[src/logic/rx_types_pkg.sv]
package rx_types_pkg;

    // widths of the receiver slice
    localparam int SAMPLE_W = 32;
    localparam int PHASE_W  = 20;
    localparam int COUNT_W  = 32;
    localparam int DATA_W   = 32;
    localparam int ADDR_W   = 8;

    // complex sample, Q in upper half, I in lower half
    typedef logic [SAMPLE_W-1:0] sample_t;

    // phase word and frequency correction, wrap mod 2^20
    typedef logic [PHASE_W-1:0]  phase_t;

    typedef logic [COUNT_W-1:0]  count_t;
    typedef logic [DATA_W-1:0]   reg_data_t;
    typedef logic [ADDR_W-1:0]   reg_addr_t;

endpackage

[src/logic/rx_regmap_pkg.sv]
package rx_regmap_pkg;

    // register byte addresses
    localparam rx_types_pkg::reg_addr_t ADDR_CTRL        = 8'h00;
    localparam rx_types_pkg::reg_addr_t ADDR_SAMPLE_CNT  = 8'h04;
    localparam rx_types_pkg::reg_addr_t ADDR_CORRECTION  = 8'h08;
    localparam rx_types_pkg::reg_addr_t ADDR_PHASE       = 8'h0C;
    localparam rx_types_pkg::reg_addr_t ADDR_LAST_SAMPLE = 8'h10;

    localparam logic [1:0] RESP_OKAY = 2'b00;

    // AXI-Lite slave states
    typedef enum logic [2:0] {
        IDLE,
        WRITE,
        WRITE_RESP,
        READ,
        READ_RESP
    } axil_state_t;

endpackage

[src/logic/reg_bus_if.sv]
`timescale 1ns/1ns

interface reg_bus_if;
    import rx_types_pkg::*;

    logic      wr_en;
    reg_addr_t wr_addr;
    reg_data_t wr_data;
    reg_addr_t rd_addr;
    reg_data_t rd_data;

    // bus side, drives the strobes
    modport slave (
        output wr_en, wr_addr, wr_data, rd_addr,
        input  rd_data
    );

    // register file side
    modport regs (
        input  wr_en, wr_addr, wr_data, rd_addr,
        output rd_data
    );

endinterface

[src/logic/axil_slave_fsm.sv]
`timescale 1ns/1ns

module axil_slave_fsm (
    input  logic                     clk_i,
    input  logic                     reset_ni,

    input  rx_types_pkg::reg_addr_t  awaddr_i,
    input  logic                     awvalid_i,
    output logic                     awready_o,
    input  rx_types_pkg::reg_data_t  wdata_i,
    input  logic                     wvalid_i,
    output logic                     wready_o,
    output logic [1:0]               bresp_o,
    output logic                     bvalid_o,
    input  logic                     bready_i,

    input  rx_types_pkg::reg_addr_t  araddr_i,
    input  logic                     arvalid_i,
    output logic                     arready_o,
    output rx_types_pkg::reg_data_t  rdata_o,
    output logic [1:0]               rresp_o,
    output logic                     rvalid_o,
    input  logic                     rready_i,

    reg_bus_if.slave                 bus_o
);
    import rx_types_pkg::*;
    import rx_regmap_pkg::*;

    axil_state_t state;
    axil_state_t state_next;
    reg_addr_t   addr_q;
    reg_data_t   wdata_q;
    reg_data_t   rdata_q;
    logic        write_go;
    logic        read_go;

    // write needs both address and data, and beats a read
    assign write_go = (state == IDLE) && awvalid_i && wvalid_i;
    assign read_go  = (state == IDLE) && arvalid_i && !(awvalid_i && wvalid_i);

    // ------------------------------
    always_comb begin
        state_next = state;
        case (state)
            IDLE: begin
                if (write_go) begin
                    state_next = WRITE;
                end else if (read_go) begin
                    state_next = READ;
                end
            end
            WRITE:      state_next = WRITE_RESP;
            WRITE_RESP: if (bready_i) state_next = IDLE;
            READ:       state_next = READ_RESP;
            READ_RESP:  if (rready_i) state_next = IDLE;
            default:    state_next = IDLE;
        endcase
    end

    always_ff @(posedge clk_i) begin
        if (!reset_ni) begin
            state <= IDLE;
        end else begin
            state <= state_next;
        end
    end

    // captured address and data
    always_ff @(posedge clk_i) begin
        if (!reset_ni) begin
            addr_q  <= '0;
            wdata_q <= '0;
            rdata_q <= '0;
        end else begin
            if (write_go) begin
                addr_q  <= awaddr_i;
                wdata_q <= wdata_i;
            end else if (read_go) begin
                addr_q  <= araddr_i;
            end
            if (state == READ) begin
                rdata_q <= bus_o.rd_data;
            end
        end
    end

    // ------------------------------
    assign awready_o = write_go;
    assign wready_o  = write_go;
    assign arready_o = read_go;

    assign bvalid_o  = (state == WRITE_RESP);
    assign bresp_o   = RESP_OKAY;
    assign rvalid_o  = (state == READ_RESP);
    assign rresp_o   = RESP_OKAY;
    assign rdata_o   = rdata_q;

    assign bus_o.wr_en   = (state == WRITE);
    assign bus_o.wr_addr = addr_q;
    assign bus_o.wr_data = wdata_q;
    assign bus_o.rd_addr = addr_q;

endmodule

[src/logic/sample_counter.sv]
`timescale 1ns/1ns

module sample_counter (
    input  logic                  clk_i,
    input  logic                  reset_ni,
    input  logic                  sample_valid_i,
    input  logic                  clear_i,
    output rx_types_pkg::count_t  count_o
);

    // clear has priority over counting
    always_ff @(posedge clk_i) begin
        if (!reset_ni) begin
            count_o <= '0;
        end else if (clear_i) begin
            count_o <= '0;
        end else if (sample_valid_i) begin
            count_o <= count_o + 1'b1;
        end
    end

endmodule

[src/logic/cfo_phase_accum.sv]
`timescale 1ns/1ns

module cfo_phase_accum (
    input  logic                  clk_i,
    input  logic                  reset_ni,
    input  logic                  sample_valid_i,
    input  rx_types_pkg::phase_t  cfo_inc_i,
    input  logic                  cfo_valid_i,
    input  logic                  manual_mode_i,
    output rx_types_pkg::phase_t  correction_o,
    output rx_types_pkg::phase_t  phase_o
);

    always_ff @(posedge clk_i) begin
        if (!reset_ni) begin
            correction_o <= '0;
            phase_o      <= '0;
        end else if (manual_mode_i) begin
            // manual CFO mode, no tracking
            correction_o <= '0;
            phase_o      <= '0;
        end else begin
            // increments are relative to the current correction
            if (cfo_valid_i) begin
                correction_o <= correction_o - cfo_inc_i;
            end
            // phase sees the old correction on a coinciding increment
            if (sample_valid_i) begin
                phase_o <= phase_o + correction_o;
            end
        end
    end

endmodule

[src/logic/rx_status_regs.sv]
`timescale 1ns/1ns

module rx_status_regs (
    input  logic                  clk_i,
    input  logic                  reset_ni,

    reg_bus_if.regs               bus_i,

    input  rx_types_pkg::sample_t sample_i,
    input  logic                  sample_valid_i,
    input  rx_types_pkg::count_t  count_i,
    input  rx_types_pkg::phase_t  correction_i,
    input  rx_types_pkg::phase_t  phase_i,

    output logic                  manual_mode_o,
    output logic                  cnt_clear_o
);
    import rx_types_pkg::*;
    import rx_regmap_pkg::*;

    sample_t last_sample;

    // ------------------------------
    always_ff @(posedge clk_i) begin
        if (!reset_ni) begin
            manual_mode_o <= 1'b0;
        end else if (bus_i.wr_en && bus_i.wr_addr == ADDR_CTRL) begin
            manual_mode_o <= bus_i.wr_data[0];
        end
    end

    // any write to the count register clears it
    assign cnt_clear_o = bus_i.wr_en && (bus_i.wr_addr == ADDR_SAMPLE_CNT);

    always_ff @(posedge clk_i) begin
        if (!reset_ni) begin
            last_sample <= '0;
        end else if (sample_valid_i) begin
            last_sample <= sample_i;
        end
    end

    // ------------------------------
    always_comb begin
        case (bus_i.rd_addr)
            ADDR_CTRL:        bus_i.rd_data = reg_data_t'(manual_mode_o);
            ADDR_SAMPLE_CNT:  bus_i.rd_data = reg_data_t'(count_i);
            ADDR_CORRECTION:  bus_i.rd_data = reg_data_t'(correction_i);
            ADDR_PHASE:       bus_i.rd_data = reg_data_t'(phase_i);
            ADDR_LAST_SAMPLE: bus_i.rd_data = reg_data_t'(last_sample);
            // unmapped
            default:          bus_i.rd_data = '0;
        endcase
    end

endmodule

[src/logic/cfo_rx_top.sv]
`timescale 1ns/1ns

module cfo_rx_top (
    input  logic                     clk_i,
    input  logic                     reset_ni,

    input  rx_types_pkg::sample_t    sample_i,
    input  logic                     sample_valid_i,
    input  rx_types_pkg::phase_t     cfo_inc_i,
    input  logic                     cfo_valid_i,

    input  rx_types_pkg::reg_addr_t  s_axil_awaddr_i,
    input  logic                     s_axil_awvalid_i,
    output logic                     s_axil_awready_o,
    input  rx_types_pkg::reg_data_t  s_axil_wdata_i,
    input  logic                     s_axil_wvalid_i,
    output logic                     s_axil_wready_o,
    output logic [1:0]               s_axil_bresp_o,
    output logic                     s_axil_bvalid_o,
    input  logic                     s_axil_bready_i,
    input  rx_types_pkg::reg_addr_t  s_axil_araddr_i,
    input  logic                     s_axil_arvalid_i,
    output logic                     s_axil_arready_o,
    output rx_types_pkg::reg_data_t  s_axil_rdata_o,
    output logic [1:0]               s_axil_rresp_o,
    output logic                     s_axil_rvalid_o,
    input  logic                     s_axil_rready_i,

    output rx_types_pkg::phase_t     phase_o,
    output rx_types_pkg::phase_t     correction_o
);
    import rx_types_pkg::*;

    count_t sample_count;
    logic   manual_mode;
    logic   cnt_clear;

    reg_bus_if reg_bus ();

    // ------------------------------
    axil_slave_fsm axil_slave_fsm_inst (
        .clk_i     (clk_i),
        .reset_ni  (reset_ni),
        .awaddr_i  (s_axil_awaddr_i),
        .awvalid_i (s_axil_awvalid_i),
        .awready_o (s_axil_awready_o),
        .wdata_i   (s_axil_wdata_i),
        .wvalid_i  (s_axil_wvalid_i),
        .wready_o  (s_axil_wready_o),
        .bresp_o   (s_axil_bresp_o),
        .bvalid_o  (s_axil_bvalid_o),
        .bready_i  (s_axil_bready_i),
        .araddr_i  (s_axil_araddr_i),
        .arvalid_i (s_axil_arvalid_i),
        .arready_o (s_axil_arready_o),
        .rdata_o   (s_axil_rdata_o),
        .rresp_o   (s_axil_rresp_o),
        .rvalid_o  (s_axil_rvalid_o),
        .rready_i  (s_axil_rready_i),
        .bus_o     (reg_bus)
    );

    rx_status_regs rx_status_regs_inst (
        .clk_i          (clk_i),
        .reset_ni       (reset_ni),
        .bus_i          (reg_bus),
        .sample_i       (sample_i),
        .sample_valid_i (sample_valid_i),
        .count_i        (sample_count),
        .correction_i   (correction_o),
        .phase_i        (phase_o),
        .manual_mode_o  (manual_mode),
        .cnt_clear_o    (cnt_clear)
    );

    // ------------------------------
    sample_counter sample_counter_inst (
        .clk_i          (clk_i),
        .reset_ni       (reset_ni),
        .sample_valid_i (sample_valid_i),
        .clear_i        (cnt_clear),
        .count_o        (sample_count)
    );

    cfo_phase_accum cfo_phase_accum_inst (
        .clk_i          (clk_i),
        .reset_ni       (reset_ni),
        .sample_valid_i (sample_valid_i),
        .cfo_inc_i      (cfo_inc_i),
        .cfo_valid_i    (cfo_valid_i),
        .manual_mode_i  (manual_mode),
        .correction_o   (correction_o),
        .phase_o        (phase_o)
    );

endmodule

[config.mk]
export PLATFORM = sky130hd
export DESIGN_NAME = cfo_rx_top
export DESIGN_NICKNAME = d
export VERILOG_FILES = /design/src/logic/rx_types_pkg.sv /design/src/logic/rx_regmap_pkg.sv /design/src/logic/reg_bus_if.sv /design/src/logic/axil_slave_fsm.sv /design/src/logic/sample_counter.sv /design/src/logic/cfo_phase_accum.sv /design/src/logic/rx_status_regs.sv /design/src/logic/cfo_rx_top.sv
export SDC_FILE = /design/constraint.sdc
export NUM_CORES = 1
export LEC_CHECK = 0
export CORE_MARGIN = 3
export CORE_UTILIZATION = 31
export DETAILED_ROUTE_END_ITERATION = 7
export DONT_BUFFER_PORTS = 1
export SLEW_MARGIN = 20
export SYNTH_ARGS = -nofsm -noshare
export SYNTH_HDL_FRONTEND = slang
export SYNTH_SLANG_ARGS = --single-unit
[constraint.sdc]
create_clock -name clk_i -period 4.9 [get_ports clk_i]
set_input_delay 0.98 -clock clk_i [delete_from_list [all_inputs] [get_ports clk_i]]
set_output_delay 0.98 -clock clk_i [all_outputs]
set_load 0.01 [all_outputs]
==> run_results.csv <==
group,metric,value,unit
floorplan,rows,59,
logic_synthesis,yosys_warnings,0,
floorplan,ios,190,
clock_tree,cts.repair.resized,0,
grt,grt_start_max_net_pins,61,
clock_tree,ctsRootBufferMaster,"clkbuf_16",
timing,tightestPinTransition,0.9359,ns
floorplan,die_w,170.5,um
critical_path,cp.arrival,1.93,ns
critical_path,required,3.92,ns
timing,min_period,2.911,ns
clock_tree,clock_latency,0.43,ns
timing,post-route-period-util,0.5940,
timing,whs,0.4902,ns
critical_path,rr_endpoint,"sample_counter_inst.count_o[20]",
clock_tree,htreeDepth,4,
critical_path,rr_worst_depth,8,
grt,grt_pass1_wl,36140,um
clock_tree,clk_pin_slew,0.06,ns
power_and_ir_drop,power_density,379.6,nW/um^2
place,port_buffers,0,
finish,fin_nets,1111,
finish,layout-drive-gt1-share,0.06070,
logic_synthesis,synthArstFlopShare,0,
route,drt-vias-per-instance,5.155,
timing,hold_viol_final,0,
route,drt_iter0_drc,422,
hold_path,hold_class,"reg2reg",
logic_synthesis,synth_top_area_frac,0.3556,
power_and_ir_drop,power.leakage,3.744,nW
timing,fin_skew,0.01062,ns
logic_synthesis,seq_area_frac_synth,0.3556,
critical_path,path_class,"reg2out",
critical_path,cp-startpoint,"axil_slave_fsm_inst.state[0]",
clock_tree,clock-sinks,149,
critical_path,endpoint_kind,"output port",
finish,area_growth,9.323,%
logic_synthesis,ys_ff_latch,149,
clock_tree,clockBufferDepth,2,
logic_synthesis,ys_types,73,
logic_synthesis,postSynthAreaPerCell,8.422,sq um
route,wl_per_cell,17.71,um
clock_tree,cts_hold_buf,0,
finish,final_cells,1307,
place,hpwl,17260,um
logic_synthesis,synthCells,996,
grt,grt_pass1_vias,6576,
grt,grt_overflow,0,
timing,rsz0062_at_grt,"no",
timing,slew_headroom,0.3713,
run,drv_cap,0,
place,gp_congestion,0.8442,
grt,antenna_found_initial,0,
clock_tree,cts_tree,"done",
logic_synthesis,synth_top_area_cell,"dfxtp_1",
timing,fin_setup_tns,0,ns
clock_tree,postCtsSetupRepairBufs,0,
critical_path,worstPathMaxFanout,9,
clock_tree,cts_made_buffers,17,
route,vias,6738,
route,drc,0,
critical_path,regToRegSetupSlack,2.02,ns
critical_path,start_kind,"register",
timing,drv_slew,0,
floorplan,coreArea,26350,sq um
power_and_ir_drop,peakVddDrop,0.2502,mV
grt,grt.total_usage,0.1591,
timing,finalSetupViolations,0,
place,place_inst,1277,
finish,antennaDiodeCount,0,
route,totalWireLength,23150,um
critical_path,endpoint,"s_axil_arready_o",
floorplan,initial_core_util,0.3183,
floorplan,die_area,29070,sq um
logic_synthesis,ys.flop_type,"dfxtp_1",
floorplan,die_h,170.5,um
timing,max_freq,343.6,MHz
logic_synthesis,synth-edff-count,0,
route,drtPass1Iterations,5,
route,ant_nets,0,
logic_synthesis,ys_top_cells_by_area,"dfxtp_1, mux2i_1, nor2_1",
logic_synthesis,syn_area,8388,sq um
status,status,"completed",
critical_path,r2r_start,"axil_slave_fsm_inst.bus_o.rd_addr[7]",
-- worst min path at each step --
stage / endpoint / slack [ns] / cells past startpoint / from
final: sample_counter_inst.count_o[31] / 0.49 / 2 / sample_counter_inst.count_o[31]
after global routing: rx_status_regs_inst.last_sample[29] / 0.51 / 2 / rx_status_regs_inst.last_sample[29]
after CTS: sample_counter_inst.count_o[31] / 0.50 / 2 / sample_counter_inst.count_o[31]
after detailed placement: rx_status_regs_inst.last_sample[29] / 0.48 / 2 / rx_status_regs_inst.last_sample[29]
after global placement: rx_status_regs_inst.last_sample[0] / 0.47 / 2 / rx_status_regs_inst.last_sample[0]
after floorplan: sample_counter_inst.count_o[31] / 0.46 / 2 / sample_counter_inst.count_o[31]
-- kinds of logic (layout without fill, tap and decap cells) --
group	Yosys count	in the layout	synth area share
AO/OA/AOI/OAI	222	222	0.1709
XOR/XNOR	55	55	0.05743
flip-flops	149	149	0.3556
other	1	4	0.0004471
adder cells (fa/ha/maj)	41	41	0.06295
multiplexers	73	73	0.08860
buffers and inverters	103	76	0.05549
AND/OR/NAND/NOR	352	352	0.2085
-- power by group --
group / switching (W) / internal (W) / total (W)
sequential: 0.000147 / 0.00129 / 0.00144
combinational: 0.000398 / 0.000286 / 0.000684
clock: 0.000509 / 0.000848 / 0.00136
total: 0.00105 / 0.00243 / 0.00348
-- area by class of cell --
class | instances | area, sq um
fillers | 2722 | 17180
multi-input cells | 747 | 4954
flip-flops and latches | 149 | 2983
clock buffers | 22 | 484.2
well taps | 335 | 419.2
inverters | 37 | 138.9
clock inverters | 8 | 123.9
repair buffers | 9 | 67.56
-- worst max-delay path, stage by stage (launching register included) --
cell	delay, ns
dfxtp_1	0.38
nor3_1	0.78
and3_1	0.34
-- cells in the final DEF (no fill, tap or decap), types with 15 or more instances in the layout --
master     instances
a21oi_1           62
a221oi_1          15
and2_1            15
and3_1            18
clkbuf_16         17
dfxtp_1          149
ha_1              39
inv_1             35
mux2i_1           72
nand2_1           57
nand3_1           22
nand3b_1          15
nor2_1           159
o21ai_0           47
xnor2_1           30
xor2_1            25
-- state kept, by name, indices dropped and copies added, names as in the netlist --
signal,count
axil_slave_fsm_inst.rdata_o,32
rx_status_regs_inst.last_sample,32
sample_counter_inst.count_o,32
cfo_phase_accum_inst.phase_o,20
axil_slave_fsm_inst.bus_o.rd_addr,8
axil_slave_fsm_inst.bus_o.wr_data,1
axil_slave_fsm_inst.state,3
rx_status_regs_inst.manual_mode_o,1
cfo_phase_accum_inst.correction_o,20
-- metal layers --
layer | global-route usage | vias up | wire length [um]
li1 | - | 3443 | -
met1 | 0.2025 | 3124 | 10530
met2 | 0.2601 | 155 | 10860
met3 | 0.05129 | 16 | 1508
met4 | 0.04374 | 0 | 253
met5 | 0 | - | 0
-- per-stage QoR --
step / total power [W] / cell area [sq um] / worst slack (ns) / utilization
finish: 0.003481 / 9170 / 1.989 / 0.3480
global route: 0.003663 / 9170 / 1.829 / 0.3480
CTS: 0.003516 / 9168 / 1.633 / 0.3479
detailed placement: 0.002149 / 8559 / 1.655 / 0.3248
global placement: 0.002139 / 8559 / 1.708 / 0.3248
floorplan: 0.001994 / 8399 / 2.001 / -
-- synthesized netlist by cell type, types with 4 or more instances --
cell type / number
nor2b_1: 12
a22oi_1: 12
a221oi_1: 15
nand3b_1: 15
dfxtp_1: 149
xor2_1: 25
a21oi_1: 62
a21o_1: 12
nor3_1: 6
a211oi_1: 7
and3_1: 18
buf_4: 12
a222oi_1: 7
xnor2_1: 30
inv_1: 36
o21a_1: 6
o21ai_0: 47
clkbuf_1: 37
o22ai_1: 4
or3_1: 7
nand2b_1: 4
ha_1: 39
nand2_1: 58
nor2_1: 159
buf_1: 5
mux2i_1: 72
a22o_1: 7
nand4_1: 12
o21ai_1: 12
and2_1: 15
buf_2: 9
nand3_1: 22
(Power assumes the default switching activity.)
